`config.mk`:
```
export PLATFORM = sky130hd
export DESIGN_NAME = serial_div_top
export DESIGN_NICKNAME = d
export VERILOG_FILES = /design/src/hw/serial_div_pkg.sv /design/src/hw/div_cfg_regs.sv /design/src/hw/div_ctrl.sv /design/src/hw/div_datapath.sv /design/src/hw/serial_div_top.sv
export SDC_FILE = /design/constraint.sdc
export NUM_CORES = 1
export LEC_CHECK = 0
export ABC_AREA = 1
export BUFFER_PORTS_ARGS = -buffer_cell sky130_fd_sc_hd__buf_2
export CELL_PAD_IN_SITES_DETAIL_PLACEMENT = 0
export CELL_PAD_IN_SITES_GLOBAL_PLACEMENT = 2
export CORE_ASPECT_RATIO = 2
export CORE_MARGIN = 2
export CORE_UTILIZATION = 38
export DETAILED_ROUTE_END_ITERATION = 6
export GPL_ROUTABILITY_DRIVEN = 0
export PLACE_DENSITY = 0.88
export SLEW_MARGIN = 40
export SYNTH_ARGS = -nofsm -noshare
export SYNTH_HDL_FRONTEND = slang
export SYNTH_HIERARCHICAL = 1
export SYNTH_SLANG_ARGS = --single-unit
```
`constraint.sdc`:
```
create_clock -name clk_i -period 23.5 [get_ports clk_i]
set_clock_uncertainty 0.2 [all_clocks]
set_input_delay 3.525 -clock clk_i [delete_from_list [all_inputs] [get_ports clk_i]]
set_output_delay 3.525 -clock clk_i [all_outputs]
set_load 0.03 [all_outputs]
```
`src/hw/serial_div_pkg.sv`:
```
// Shared definitions of the serial divider
// Widths, step count, operation and state encodings

`default_nettype none

package serial_div_pkg;

  ////////////////////
  // Widths
  ////////////////////

  // Operand and result width
  localparam int unsigned DATA_W = 32;
  // Bit-step counter width
  localparam int unsigned CNT_W  = 5;

  // Counter start value, one less than the number of quotient bits
  localparam logic [CNT_W-1:0] DIV_STEPS_LAST = 5'd31;

  ////////////////////
  // Encodings
  ////////////////////

  // RISC-V M-extension divide operations
  typedef enum logic [1:0] {
    DIV_OP_DIV  = 2'b00,
    DIV_OP_DIVU = 2'b01,
    DIV_OP_REM  = 2'b10,
    DIV_OP_REMU = 2'b11
  } div_op_e;

  // Long-division FSM
  typedef enum logic [2:0] {
    DIV_IDLE, DIV_ABS_A, DIV_ABS_B, DIV_COMP, DIV_LAST, DIV_CHANGE_SIGN, DIV_FINISH
  } div_state_e;

endpackage

`default_nettype wire

```
`src/hw/div_cfg_regs.sv`:
```
// Divider configuration and request latch
// Holds the data-independent-timing bit and captures operands per request

`timescale 1ns/1ps
`default_nettype none

module div_cfg_regs (
  input  wire logic                             clk_i,
  input  wire logic                             rst_ni,
  input  wire logic                             cfg_we_i,
  input  wire logic                             cfg_dit_i,
  input  wire logic                             start_i,
  input  wire serial_div_pkg::div_op_e          op_i,
  input  wire logic [serial_div_pkg::DATA_W-1:0] op_a_i,
  input  wire logic [serial_div_pkg::DATA_W-1:0] op_b_i,
  output logic                                  dit_en_o,
  output logic [serial_div_pkg::DATA_W-1:0]     num_op_o,
  output logic [serial_div_pkg::DATA_W-1:0]     den_op_o,
  output logic                                  is_div_o,
  output logic                                  sign_a_o,
  output logic                                  sign_b_o
);

  import serial_div_pkg::*;

  logic              dit_q;
  div_op_e           op_q;
  logic [DATA_W-1:0] op_a_q;
  logic [DATA_W-1:0] op_b_q;
  logic              signed_op;

  // Config bit, written on any edge with the write enable
  always_ff @(posedge clk_i or negedge rst_ni) begin
    if (!rst_ni) begin
      dit_q <= 1'b0;
    end else if (cfg_we_i) begin
      dit_q <= cfg_dit_i;
    end
  end

  // Operation held for the whole request
  always_ff @(posedge clk_i or negedge rst_ni) begin
    if (!rst_ni) begin
      op_q <= DIV_OP_DIV;
    end else if (start_i) begin
      op_q <= op_i;
    end
  end

  // Operand payload
  always_ff @(posedge clk_i) begin
    if (start_i) begin
      op_a_q <= op_a_i;
      op_b_q <= op_b_i;
    end
  end

  ////////////////////
  // Decode
  ////////////////////

  always_comb begin
    unique case (op_q)
      DIV_OP_DIV:  begin is_div_o = 1'b1; signed_op = 1'b1; end
      DIV_OP_DIVU: begin is_div_o = 1'b1; signed_op = 1'b0; end
      DIV_OP_REM:  begin is_div_o = 1'b0; signed_op = 1'b1; end
      default:     begin is_div_o = 1'b0; signed_op = 1'b0; end
    endcase
  end

  // Sign only counts for signed ops
  assign sign_a_o = op_a_q[DATA_W-1] & signed_op;
  assign sign_b_o = op_b_q[DATA_W-1] & signed_op;

  assign num_op_o = op_a_q;
  assign den_op_o = op_b_q;
  assign dit_en_o = dit_q;

endmodule

`default_nettype wire

```
`src/hw/div_ctrl.sv`:
```
// Divider control
// Seven-state long-division FSM, bit-step counter and req/ack handshake

`timescale 1ns/1ps
`default_nettype none

module div_ctrl (
  input  wire logic                            clk_i,
  input  wire logic                            rst_ni,
  input  wire logic                            req_i,
  input  wire logic                            dit_en_i,
  input  wire logic                            den_zero_i,
  output logic                                 start_o,
  output serial_div_pkg::div_state_e           state_o,
  output logic [serial_div_pkg::CNT_W-1:0]     count_o,
  output logic                                 ack_o
);

  import serial_div_pkg::*;

  div_state_e       state_q, state_d;
  logic [CNT_W-1:0] count_q, count_d;
  logic             ack_q, ack_d;
  logic             early_exit;

  // New request only accepted from IDLE
  assign start_o = (state_q == DIV_IDLE) & req_i;

  // Zero divisor skips the iterations unless timing must not leak it
  assign early_exit = (state_q == DIV_ABS_A) & den_zero_i & ~dit_en_i;

  ////////////////////
  // Next state
  ////////////////////

  always_comb begin
    state_d = state_q;
    count_d = count_q;

    unique case (state_q)
      DIV_IDLE: begin
        if (req_i) begin
          state_d = DIV_ABS_A;
        end
      end

      DIV_ABS_A: begin
        state_d = early_exit ? DIV_FINISH : DIV_ABS_B;
      end

      // Arm counter for the first compare step
      DIV_ABS_B: begin
        state_d = DIV_COMP;
        count_d = DIV_STEPS_LAST;
      end

      // Count 1 is the last COMP step, bit 0 is done in LAST
      DIV_COMP: begin
        count_d = count_q - 1'b1;
        if (count_q == CNT_W'(1)) begin
          state_d = DIV_LAST;
        end
      end

      DIV_LAST: begin
        state_d = DIV_CHANGE_SIGN;
      end

      DIV_CHANGE_SIGN: begin
        state_d = DIV_FINISH;
      end

      // Hold result until requester drops req
      DIV_FINISH: begin
        if (!req_i) begin
          state_d = DIV_IDLE;
        end
      end

      default: begin
        state_d = DIV_IDLE;
      end
    endcase
  end

  // Ack follows FINISH one edge later
  // Early exit raises it on the jump itself
  assign ack_d = early_exit | ((state_q == DIV_FINISH) & req_i);

  always_ff @(posedge clk_i or negedge rst_ni) begin
    if (!rst_ni) begin
      state_q <= DIV_IDLE;
      count_q <= '0;
      ack_q   <= 1'b0;
    end else begin
      state_q <= state_d;
      count_q <= count_d;
      ack_q   <= ack_d;
    end
  end

  assign state_o = state_q;
  assign count_o = count_q;
  assign ack_o   = ack_q;

endmodule

`default_nettype wire

```
`src/hw/div_datapath.sv`:
```
// Divider datapath
// Restoring long division on absolute values with a single shared subtractor,
// followed by RISC-V sign correction of the quotient or remainder

`timescale 1ns/1ps
`default_nettype none

module div_datapath (
  input  wire logic                             clk_i,
  input  wire logic                             rst_ni,
  input  wire serial_div_pkg::div_state_e       state_i,
  input  wire logic [serial_div_pkg::CNT_W-1:0]  count_i,
  input  wire logic [serial_div_pkg::DATA_W-1:0] num_op_i,
  input  wire logic [serial_div_pkg::DATA_W-1:0] den_op_i,
  input  wire logic                             is_div_i,
  input  wire logic                             sign_a_i,
  input  wire logic                             sign_b_i,
  output logic                                  den_zero_o,
  output logic [serial_div_pkg::DATA_W-1:0]     result_o
);

  import serial_div_pkg::*;

  logic [DATA_W-1:0] num_q, num_d;
  logic [DATA_W-1:0] den_q, den_d;
  logic [DATA_W-1:0] quo_q, quo_d;
  logic [DATA_W-1:0] rem_q, rem_d;
  logic              div_zero_q, div_zero_d;
  logic [DATA_W-1:0] add_a, add_b;
  logic [DATA_W:0]   add_res;
  logic              is_ge;
  logic [DATA_W-1:0] one_shift;
  logic [DATA_W-1:0] next_rem;
  logic [DATA_W-1:0] next_quo;
  logic [CNT_W-1:0]  bit_idx;
  logic              change_sign;

  assign den_zero_o = (den_op_i == '0);

  ////////////////////
  // Shared adder
  ////////////////////

  // Operand choice per state, default is 0 - numerator
  always_comb begin
    add_a = '0;
    add_b = num_op_i;
    unique case (state_i)
      DIV_ABS_B:        add_b = den_op_i;
      DIV_COMP,
      DIV_LAST: begin
        add_a = rem_q;
        add_b = den_q;
      end
      DIV_CHANGE_SIGN:  add_b = rem_q;
      default:          add_b = num_op_i;
    endcase
  end

  // A - B with borrow out in the top bit
  assign add_res = {1'b0, add_a} + {1'b1, ~add_b} + {{DATA_W{1'b0}}, 1'b1};

  // Both sides unsigned here, no borrow means remainder >= divisor
  assign is_ge = ~add_res[DATA_W];

  assign one_shift = {{(DATA_W-1){1'b0}}, 1'b1} << count_i;
  assign next_rem  = is_ge ? add_res[DATA_W-1:0] : rem_q;
  assign next_quo  = is_ge ? (quo_q | one_shift) : quo_q;
  // Next numerator bit to bring down
  assign bit_idx   = count_i - 1'b1;

  // Quotient sign flip is skipped for a zero divisor
  assign change_sign = is_div_i ? ((sign_a_i ^ sign_b_i) & ~div_zero_q) : sign_a_i;

  ////////////////////
  // Step logic
  ////////////////////

  always_comb begin
    num_d      = num_q;
    den_d      = den_q;
    quo_d      = quo_q;
    rem_d      = rem_q;
    div_zero_d = div_zero_q;

    unique case (state_i)
      // Preload the zero-divisor answer for the early exit
      DIV_ABS_A: begin
        num_d      = sign_a_i ? add_res[DATA_W-1:0] : num_op_i;
        quo_d      = '0;
        rem_d      = is_div_i ? '1 : num_op_i;
        div_zero_d = den_zero_o;
      end

      // Partial remainder starts with the numerator MSB
      DIV_ABS_B: begin
        den_d = sign_b_i ? add_res[DATA_W-1:0] : den_op_i;
        rem_d = {{(DATA_W-1){1'b0}}, num_q[DATA_W-1]};
      end

      // next_rem < divisor, so its MSB is always clear
      DIV_COMP: begin
        rem_d = {next_rem[DATA_W-2:0], num_q[bit_idx]};
        quo_d = next_quo;
      end

      // Bit 0, remainder register now carries the answer
      DIV_LAST: begin
        rem_d = is_div_i ? next_quo : next_rem;
      end

      DIV_CHANGE_SIGN: begin
        rem_d = change_sign ? add_res[DATA_W-1:0] : rem_q;
      end

      default: begin
        rem_d = rem_q;
      end
    endcase
  end

  // Result and flag
  always_ff @(posedge clk_i or negedge rst_ni) begin
    if (!rst_ni) begin
      rem_q      <= '0;
      div_zero_q <= 1'b0;
    end else begin
      rem_q      <= rem_d;
      div_zero_q <= div_zero_d;
    end
  end

  // Working operands
  always_ff @(posedge clk_i) begin
    num_q <= num_d;
    den_q <= den_d;
    quo_q <= quo_d;
  end

  assign result_o = rem_q;

endmodule

`default_nettype wire

```
`src/hw/serial_div_top.sv`:
```
// Serial 32-bit integer divider
// DIV, DIVU, REM and REMU behind a four-phase req/ack handshake

`timescale 1ns/1ps
`default_nettype none

module serial_div_top (
  input  wire logic                             clk_i,
  input  wire logic                             rst_ni,
  input  wire logic                             req_i,
  input  wire serial_div_pkg::div_op_e          op_i,
  input  wire logic [serial_div_pkg::DATA_W-1:0] op_a_i,
  input  wire logic [serial_div_pkg::DATA_W-1:0] op_b_i,
  input  wire logic                             cfg_we_i,
  input  wire logic                             cfg_dit_i,
  output logic                                  ack_o,
  output logic [serial_div_pkg::DATA_W-1:0]     result_o
);

  import serial_div_pkg::*;

  logic              start;
  div_state_e        state;
  logic [CNT_W-1:0]  count;
  logic              dit_en;
  logic              den_zero;
  logic [DATA_W-1:0] num_op;
  logic [DATA_W-1:0] den_op;
  logic              is_div;
  logic              sign_a;
  logic              sign_b;

  ////////////////////
  // Request latch
  ////////////////////

  div_cfg_regs div_cfg_regs_inst (
    .clk_i     (clk_i),
    .rst_ni    (rst_ni),
    .cfg_we_i  (cfg_we_i),
    .cfg_dit_i (cfg_dit_i),
    .start_i   (start),
    .op_i      (op_i),
    .op_a_i    (op_a_i),
    .op_b_i    (op_b_i),
    .dit_en_o  (dit_en),
    .num_op_o  (num_op),
    .den_op_o  (den_op),
    .is_div_o  (is_div),
    .sign_a_o  (sign_a),
    .sign_b_o  (sign_b)
  );

  // FSM and handshake
  div_ctrl div_ctrl_inst (
    .clk_i      (clk_i),
    .rst_ni     (rst_ni),
    .req_i      (req_i),
    .dit_en_i   (dit_en),
    .den_zero_i (den_zero),
    .start_o    (start),
    .state_o    (state),
    .count_o    (count),
    .ack_o      (ack_o)
  );

  ////////////////////
  // Datapath
  ////////////////////

  div_datapath div_datapath_inst (
    .clk_i      (clk_i),
    .rst_ni     (rst_ni),
    .state_i    (state),
    .count_i    (count),
    .num_op_i   (num_op),
    .den_op_i   (den_op),
    .is_div_i   (is_div),
    .sign_a_i   (sign_a),
    .sign_b_i   (sign_b),
    .den_zero_o (den_zero),
    .result_o   (result_o)
  );

endmodule

`default_nettype wire

```
# Yosys cells after proc, flatten, opt, wreduce, memory -nomap -nowiden
# Index checks and enable logic that the tools add are counted.
word_totals:
  ff_bits: 205
  word_cells: 79
op_classes:
  addsub: 3
  n_lt_le_gt_ge: 1
  eq_ne: 14
  n_shift: 1
  muxes: 22
  n_bitwise: 13
  n_reduce_logical: 12
op_table:
  columns: ["cell", "count"]
  rows:
  - ["$mux W32", 8]
  - ["$pmux W32 S5", 1]
  - ["$pmux W32 S3", 1]
  - ["$pmux W32 S2", 1]
  - ["$add A32 B33 Y33", 1]
  - ["$add A33 B1 Y33 const B", 1]
  - ["$logic_not A32 Y1", 1]
  - ["$not A32 Y32", 1]
  - ["$or A32 B32 Y32", 1]
  - ["$shl A1 B5 Y32 const A", 1]
  - ["$pmux W3 S7", 1]
  - ["$mux W3", 4]
  - ["$pmux W5 S2", 1]
  - ["$eq A3 B3 Y1 const B", 3]
  - ["$and A1 B1 Y1", 7]
  - ["$eq A3 B2 Y1 const B", 2]
  - ["$lt A5 B6 Y1 const B", 1]
  - ["$reduce_and A3 Y1", 2]
  - ["$reduce_or A2 Y1", 3]
  - ["$bmux W1 S5", 1]
  - ["$eq A5 B1 Y1 const B", 1]
  - ["$reduce_bool A5 Y1", 1]
  - ["$sub A5 B1 Y5 const B", 1]
  - ["$mux W1", 4]
  - ["13 further kinds", 17]

# Depth between registers and ports, before layout
# Gate-level depths: netlist of the first run.
logic_depth:
  ltp_word: 9
  depth_mapped: 29
  depth_no_buf: 27

# By module
# Netlist of the first run, hierarchy kept.
by_module_without_submodules:
  columns: ["mod", "instances", "cells_per_inst", "area_per_inst_um2", "seq_area_each_um2"]
  rows:
  - ["div_datapath", 1, 1761, 11207.0, 3708.6]
  - ["div_cfg_regs", 1, 83, 2057.0, 1996.9]
  - ["div_ctrl", 1, 67, 526.8, 225.2]

# Least setup slack after synthesis of the first run
# Ideal clock, no wire load.
synth_timing:
  path_kind: "input -> register"
  startpoint: "input port req_i"
  endpoint: "register div_cfg_regs_inst.op_q[0]"
  setup_ns: 0.125
  arrival_ns: 10.405
  t_required_ns: 23.175
  setup_slack_ns: 12.770
  path_stages: 5
  n_path_buf: 0
  path_cell_list: "inv_1 -> nor4_1 -> inv_1 -> nand2_1 -> nand2_1"
synth_via:
  elab_chain_len: 1
synth_rtl:
  columns: ["item", "line", "rtl"]
  rows:
  - ["start: declaration", "serial_div_top.sv:10", "input wire logic req_i,"]
  - ["$and A1 B1 Y1", "div_ctrl.sv:27", "assign start_o = (state_q == DIV_IDLE) & req_i;"]
  - ["via start", "serial_div_top.sv:22", "logic start;"]
  - ["end signal: assignment", "div_cfg_regs.sv:46", "op_q <= op_i;"]
  - ["end: declaration", "div_cfg_regs.sv:27", "div_op_e op_q;"]
# The timed path passes the listed nets, and every way through them passes these cells.
# A chain may end at the register's enable or synchronous reset.

# Final worst setup path of the first run
layout_timing:
  startpoint: "register div_ctrl_inst.state_q[1] (netlist: div_ctrl_inst/state_o[1])"
  endpoint: "register div_datapath_inst.rem_q[25] (netlist: div_datapath_inst/result_o[25])"
layout_via:
  elab_chain_len: 9
  elab_cells_between_ends: 19
  classes_between: "add/sub: 2; eq/ne: 6; mux: 7; bitwise: 1; reduce/logical: 3"
layout_rtl:
  columns: ["item", "line", "rtl"]
  rows:
  - ["start: declaration", "div_ctrl.sv:21", "div_state_e state_q, state_d;"]
  - ["start signal: assignment", "div_ctrl.sv:96", "state_q <= state_d;"]
  - ["$eq A3 B3 Y1 or $eq A3 B2 Y1 (tied branches)", "div_datapath.sv:48, div_datapath.sv:86", null]
  - ["$reduce_or A2 Y1", "div_datapath.sv:48", "unique case (state_i)"]
  - ["$pmux W32 S3", "div_datapath.sv:48", null]
  - ["$not A32 Y32", "div_datapath.sv:61", "assign add_res = {1'b0, add_a} + {1'b1, ~add_b} + {{DATA_W{1'b0}}, 1'b1};"]
  - ["$add A32 B33 Y33", "div_datapath.sv:61", null]
  - ["$add A33 B1 Y33", "div_datapath.sv:61", null]
  - ["$mux W32, on equally long branches", "div_datapath.sv:67, div_datapath.sv:68", null]
  - ["$mux W32", "div_datapath.sv:109", "rem_d = is_div_i ? next_quo : next_rem;"]
  - ["$pmux W32 S5", "div_datapath.sv:86", "unique case (state_i)"]
  - ["end signal: assignment", "div_datapath.sv:128", "rem_q <= rem_d;"]
  - ["end: declaration", "div_datapath.sv:27", "logic [DATA_W-1:0] rem_q, rem_d;"]
# Several ways; a longest one is shown, not always the timed one. The select of a mux whose other input is x is not followed.

==> results_dict.tcl, run 1 <==
set metrics [dict create \
    hold_slack_ns 0.282 \
    cpMaxStageDelayCell "dfrtp_1" \
    finalMaxSlewViolations 0 \
    regArea_um2 5930 \
    worst-path-max-fanout 86 \
    crit_start "div_ctrl_inst/state_o[1]" \
    hold_start "div_cfg_regs_inst/dit_en_o" \
    worst_slew_pin_slew_ns 0.833 \
    fp.coreArea_um2 35800 \
    grt_first_pass_wirelength_mm 77.3 \
    post-place-ws_ns 17.64 \
    period_share_pct 25.0 \
    hpwl_mm 38.9 \
    end_kind "register" \
    synthCells 1911 \
    dieWidth_um 139 \
    cts_resized 0 \
    final-setup-viol-count 0 \
    fin_area_um2 15500 \
    drv_cap 0 \
    cts_buffer_depth 3 \
    first_iter_violations 1078 \
    period_needed_ns 5.88 \
    cts_hold_buf 0 \
    rrSetupSlack_ns 17.62 \
    synth_top_area_share_pct 34.8 \
    ant_nets 0 \
    multi_input_area_um2 6690 \
    cp.required_ns 23.72 \
    syn_to_final_growth_pct 12.6 \
    hold_path_end "div_cfg_regs_inst/dit_en_o" \
    tns_ns 0 \
    fp.dieH_um 273 \
    cts.clk_slew.worst_paths_ns 0.07 \
    ys_warn_count 6 \
    via_per_inst 5.34 \
    startpoint_type "register" \
    fillers 3758 \
    ys_seq_elements 205 \
    wl_mm 51.9 \
    synth-edff-count 160 \
    yosysMostFrequentCell "nand2_1" \
    rr_endpoint "div_datapath_inst/result_o[25]" \
    grtUsageTotal_pct 26.9 \
    die_area_um2 37900 \
    drc 0 \
    grt_pass1_vias 12800 \
    seq_area_frac_synth_pct 43.0 \
    numCtsBuffers 22 \
    post-cts-setup-buffers 0 \
    ys.flop_type "edfxtp_1" \
    synth.avg_cell_area_um2 7.22 \
    yosysUniqueCellTypes 44 \
    clock_latency_ns 0.55 \
    cts-root-buf "clkbuf_16" \
    grt_max_degree 87 \
    critical-path-max-stage-delay_ns 0.65 \
    dr.pass1.iters 6 \
    initial_utilization_pct 38.5 \
    hold_viol 0 \
    drive_above_1_share_pct 9.79 \
    yosys-top-cells-count "615 x nand2_1, 220 x inv_1, 205 x nor2_1" \
    crit_top_cell "nand2_1" \
    fin_ws_ns 17.62 \
    synth.area.top_cells "edfxtp_1 35%, nand2_1 17%, dfrtp_1 8.2%" \
    synth_top_cell_by_area "edfxtp_1" \
    num_vias 13000 \
    hold_path_depth 2 \
    min_path_type "reg -> reg" \
    path_class "reg -> reg" \
    slew_headroom_pct 44.5 \
    cts_htree_levels 1 \
    fin_nets 2087 \
    placed_cell_area_um2 14700 \
    netlist_area_um2 13800 \
    outcome "finished clean" \
    reg2reg_from "div_ctrl_inst/state_o[1]" \
    reg2reg_depth 29 \
    clock-sinks 205 \
    globalRouteOverflowTotal 0 \
    synth_nets 2023 \
    crit_arrival_ns 6.10 \
    wire_per_inst_um 21.3 \
    rsz0062_at_grt "no" \
    async_reset_ff_share_pct 22.0 \
    num_rows 98 \
    antenna_found_initial 0 \
    port_buffers 103 \
    maxClockFrequency_ghz 0.170 \
    tritoncts "yes" \
    diodes 0 \
    pin_count 104 \
]
==> logic make-up after synthesis <==
logic type | Yosys count | synth area share [%]
buffers and inverters | 314 | 8.93
flip-flops | 205 | 43.0
adder cells (fa/ha/maj) | 41 | 3.77
AO/OA/AOI/OAI | 291 | 12.0
AND/OR/NAND/NOR | 1041 | 31.0
XOR/XNOR | 19 | 1.21
==> worst max-delay path, delay by kind of cell, from the launching register on <==
family | cells | cell delay, ns
AO/OA/AOI/OAI | 2 | 0.28
adder cells (fa/ha/maj) | 1 | 0.39
buffers and inverters | 8 | 2.15
flip-flops | 1 | 0.65
AND/OR/NAND/NOR | 18 | 2.05
==> state kept, by name, summed over array words and instances, names as in the netlist <==
register / count
div_ctrl_inst/ack_o: 1
div_datapath_inst/quo_q: 32
div_cfg_regs_inst/num_op_o: 32
div_cfg_regs_inst/dit_en_o: 1
div_cfg_regs_inst/den_op_o: 32
div_ctrl_inst/count_o: 5
div_cfg_regs_inst/op_q: 2
div_ctrl_inst/state_o: 3
div_datapath_inst/den_q: 32
div_datapath_inst/num_q: 32
div_datapath_inst/div_zero_q: 1
div_datapath_inst/result_o: 32
==> layout make-up <==
class | count | share of cell area, %
repair buffers | 122 | 4.39
well taps | 450 | 3.63
clock inverters | 13 | 1.26
clock buffers | 27 | 3.79
flip-flops and latches | 205 | 38.2
inverters | 232 | 5.65
multi-input cells | 1392 | 43.1
==> how the worst max path moves through the flow <==
| stage | end | cells after the start |
|---|---|---|
| 2_1_floorplan | div_cfg_regs_inst/op_q[0] | 5 |
| 3_3_place_gp | div_datapath_inst/result_o[4] | 27 |
| 3_5_place_dp | div_datapath_inst/result_o[6] | 27 |
| 4_1_cts | div_datapath_inst/result_o[25] | 29 |
| 5_1_grt | div_datapath_inst/result_o[6] | 27 |
| 6_report | div_datapath_inst/result_o[25] | 29 |
==> metrics by stage <==
| stage | std cells | utilization [%] |
|---|---|---|
| floorplan | 1911 | - |
| global placement | 2399 | 41.0 |
| detailed placement | 2400 | 41.1 |
| CTS | 2440 | 43.3 |
| global route | 2441 | 43.4 |
| finish | 2441 | 43.4 |
==> cells in the final DEF, fill, tap and decap left out, types with 10 or more instances in the layout <==
cell type and instances:
a21o_1 10, a21oi_1 61, buf_2 103, buf_4 16, clkbuf_16 22, dfrtp_1 45
edfxtp_1 160, ha_1 40, inv_1 217, nand2_1 615, nand3_1 135, nand4_1 14
nor2_1 201, nor3_1 32, o2111ai_1 22, o211ai_1 13, o21ai_0 135, o21ai_1 23
o21bai_1 13, xnor2_1 11
==> per-layer routing <==
| metal | GRT usage [%] | vias up | part of all wire [%] |
|---|---|---|---|
| met5 | 0 | - | 0 |
| met4 | 11.7 | 0 | 4.6 |
| met3 | 2.06 | 100 | 4.9 |
| met2 | 49.3 | 430 | 52 |
| met1 | 32.2 | 6113 | 39 |
| li1 | - | 6387 | - |
Power of run 1 is left out: the tool's default activity adds up to more than one toggle a clock period on the data nets, which glitch-free logic cannot reach.
==> run 2, diff against run 1 <==
--- a/config.mk
+++ b/config.mk
@@ -11,10 +11,10 @@
 export CELL_PAD_IN_SITES_GLOBAL_PLACEMENT = 2
 export CORE_ASPECT_RATIO = 2
 export CORE_MARGIN = 2
-export CORE_UTILIZATION = 38
+export CORE_UTILIZATION = 32
 export DETAILED_ROUTE_END_ITERATION = 6
 export GPL_ROUTABILITY_DRIVEN = 0
-export PLACE_DENSITY = 0.88
+export PLACE_DENSITY = 0.79
 export SLEW_MARGIN = 40
 export SYNTH_ARGS = -nofsm -noshare
 export SYNTH_HDL_FRONTEND = slang
==> constraint.sdc (replaced) <==
create_clock -name clk_i -period 5.11 [get_ports clk_i]
set_clock_uncertainty 0.2 [all_clocks]
set_input_delay 0.7665 -clock clk_i [delete_from_list [all_inputs] [get_ports clk_i]]
set_output_delay 0.7665 -clock clk_i [all_outputs]
set_load 0.03 [all_outputs]
==> run 2 against run 1 <==
Via count up 2.5%. First-iteration DRC count down 3.2%. Die area up 18%. Maximum frequency up 24%. Worst hold slack worse by 0.17 ns. Highest routed layer unchanged. Setup slack worse by 17 ns. Non-clock buffer count up 16. Wire length up 4.7%. Critical path depth down 7. Largest cell class unchanged. Clock-buffer cell count up 2. Utilization down 6.4 points.
==> results_dict.tcl, run 2 (synthesized netlist as in run 1, its figures left out) <==
set metrics [dict create \
    reg2reg_depth 22 \
    final-setup-viol-count 0 \
    period_share_pct 92.6 \
    syn_to_final_growth_pct 14.0 \
    worst-path-max-fanout 56 \
    initial_utilization_pct 32.4 \
    period_needed_ns 4.73 \
    final_common_cell "nand2_1" \
    post-place-ws_ns 0.340 \
    critical-path-max-stage-delay_ns 0.55 \
    outcome "finished clean" \
    die_area_um2 44900 \
    antenna_found_initial 1 \
    finalMaxSlewViolations 0 \
    numCtsBuffers 23 \
    drv_cap 0 \
    min_path_type "in -> async" \
    clock-sinks 205 \
    slew_headroom_pct 48.2 \
    num_rows 107 \
    via_per_inst 5.23 \
    cpMaxStageDelayCell "dfrtp_2" \
    clock_latency_ns 0.55 \
    fp.coreArea_um2 42600 \
    first_iter_violations 1043 \
    maxClockFrequency_ghz 0.211 \
    grtUsageTotal_pct 24.1 \
    end_kind "register" \
    cts.clk_slew.worst_paths_ns 0.06 \
    grt_first_pass_wirelength_mm 81.0 \
    final_cell_mix "615 x nand2_1, 217 x inv_1, 201 x nor2_1, 160 x edfxtp_1" \
    path_class "reg -> reg" \
    rsz0062_at_grt "no" \
    crit_arrival_ns 4.95 \
    drc 0 \
    cp.required_ns 5.33 \
    drive_above_1_share_pct 10.3 \
    ant_nets 0 \
    hold_slack_ns 0.110 \
    hold_viol 0 \
    startpoint_type "register" \
    final_util_pct 36.9 \
    grt_max_degree 83 \
    fin_ws_ns 0.379 \
    pin_count 104 \
    worstPathCellList "inv_1 -> nor2_1 -> inv_1 -> nor2_2 -> nor2_2 -> inv_1 -> buf_12 -> nand2_1 -> o2111ai_1 -> o21ai_0 -> ha_1 -> nand2_1 -> nor2_1 -> nand2_1 -> inv_1 -> a21oi_2 -> nand2_4 -> buf_12 -> a21oi_1 -> o21ai_1 -> o21ai_1 -> nand2_1" \
    hpwl_mm 41.9 \
    globalRouteOverflowTotal 0 \
    worst_slew_pin_slew_ns 0.771 \
    dr.pass1.iters 5 \
    tns_ns 0 \
    cts_htree_levels 1 \
    cts_buffer_depth 3 \
    num_vias 13400 \
    fillers 4635 \
    cts-root-buf "clkbuf_16" \
    wire_per_inst_um 21.3 \
    post-cts-setup-buffers 0 \
    fin_nets 2104 \
    fp.dieH_um 298 \
    wl_mm 54.4 \
    tritoncts "yes" \
    port_buffers 103 \
    grt_pass1_vias 13400 \
    dieWidth_um 151 \
]
## run 2: cell types whose count changed in the layout (fill, tap and decap cells not counted), moves of 2 or more
cell | before | now
clkbuf_8 | 2 | 0
buf_12 | 1 | 5
bufinv_16 | 4 | 1
nor2_2 | 5 | 7
clkinv_1 | 5 | 9
buf_4 | 16 | 28
nor2_4 | 6 | 4
clkbuf_1 | 3 | 6
## run 2: path summary, 6_finish.rpt
path	slack, ns	end	start
worst max-delay path	0.38	div_datapath_inst/result_o[10]	div_ctrl_inst/state_o[1]
worst min-delay path	0.11	div_datapath_inst/result_o[5]	rst_ni
worst max register to register	0.38	div_datapath_inst/result_o[10]	div_ctrl_inst/state_o[1]
worst min register to register	0.28	div_cfg_regs_inst/op_q[1]	div_cfg_regs_inst/op_q[1]
max in group asynchronous	4.14	div_datapath_inst/result_o[27]	rst_ni
min in group clk_i	0.19	div_cfg_regs_inst/num_op_o[5]	op_a_i[5]
## run 2: area by class of cell
type | count | area [um^2] | share of cell area (%)
clock inverter | 13 | 95.1 | 0.605
antenna | 1 | 2.50 | 0.0159
clock buffer | 29 | 598 | 3.80
tap | 545 | 682 | 4.34
multi-input combinational | 1392 | 6670 | 42.4
sequential | 205 | 5930 | 37.7
inverter | 232 | 876 | 5.57
timing repair buffer | 138 | 865 | 5.50
## run 2: worst max-delay path, delay by kind of cell (launching register included)
family	cells	cell delay, ns
compound gates	6	1.21
buf+inv	6	1.10
flops	1	0.55
simple gates	9	1.04
fa+ha+maj	1	0.39
## run 2: what timing repair did
action	4_1_cts	5_1_grt
resized for setup	0	1
hold endpoints to repair	0	0
hold buffers	0	0
endpoints found under the setup margin	0	9
## run 2: through the flow
stage | area (um^2) | instances
floorplan | 13800 | 1911
global placement | 15000 | 2510
detailed placement | 15000 | 2512
CTS | 15700 | 2554
global route | 15700 | 2555
finish | 15700 | 2555
## run 2: routing by layer
| layer | track usage, % | routed length [um] | up-vias |
|---|---|---|---|
| met5 | 0 | 0 | - |
| met4 | 11.5 | 2830 | 0 |
| met3 | 1.89 | 2340 | 132 |
| met2 | 43.9 | 28200 | 422 |
| met1 | 28.1 | 21000 | 6381 |
| li1 | - | - | 6423 |
Power of run 2 is left out for the same reason.
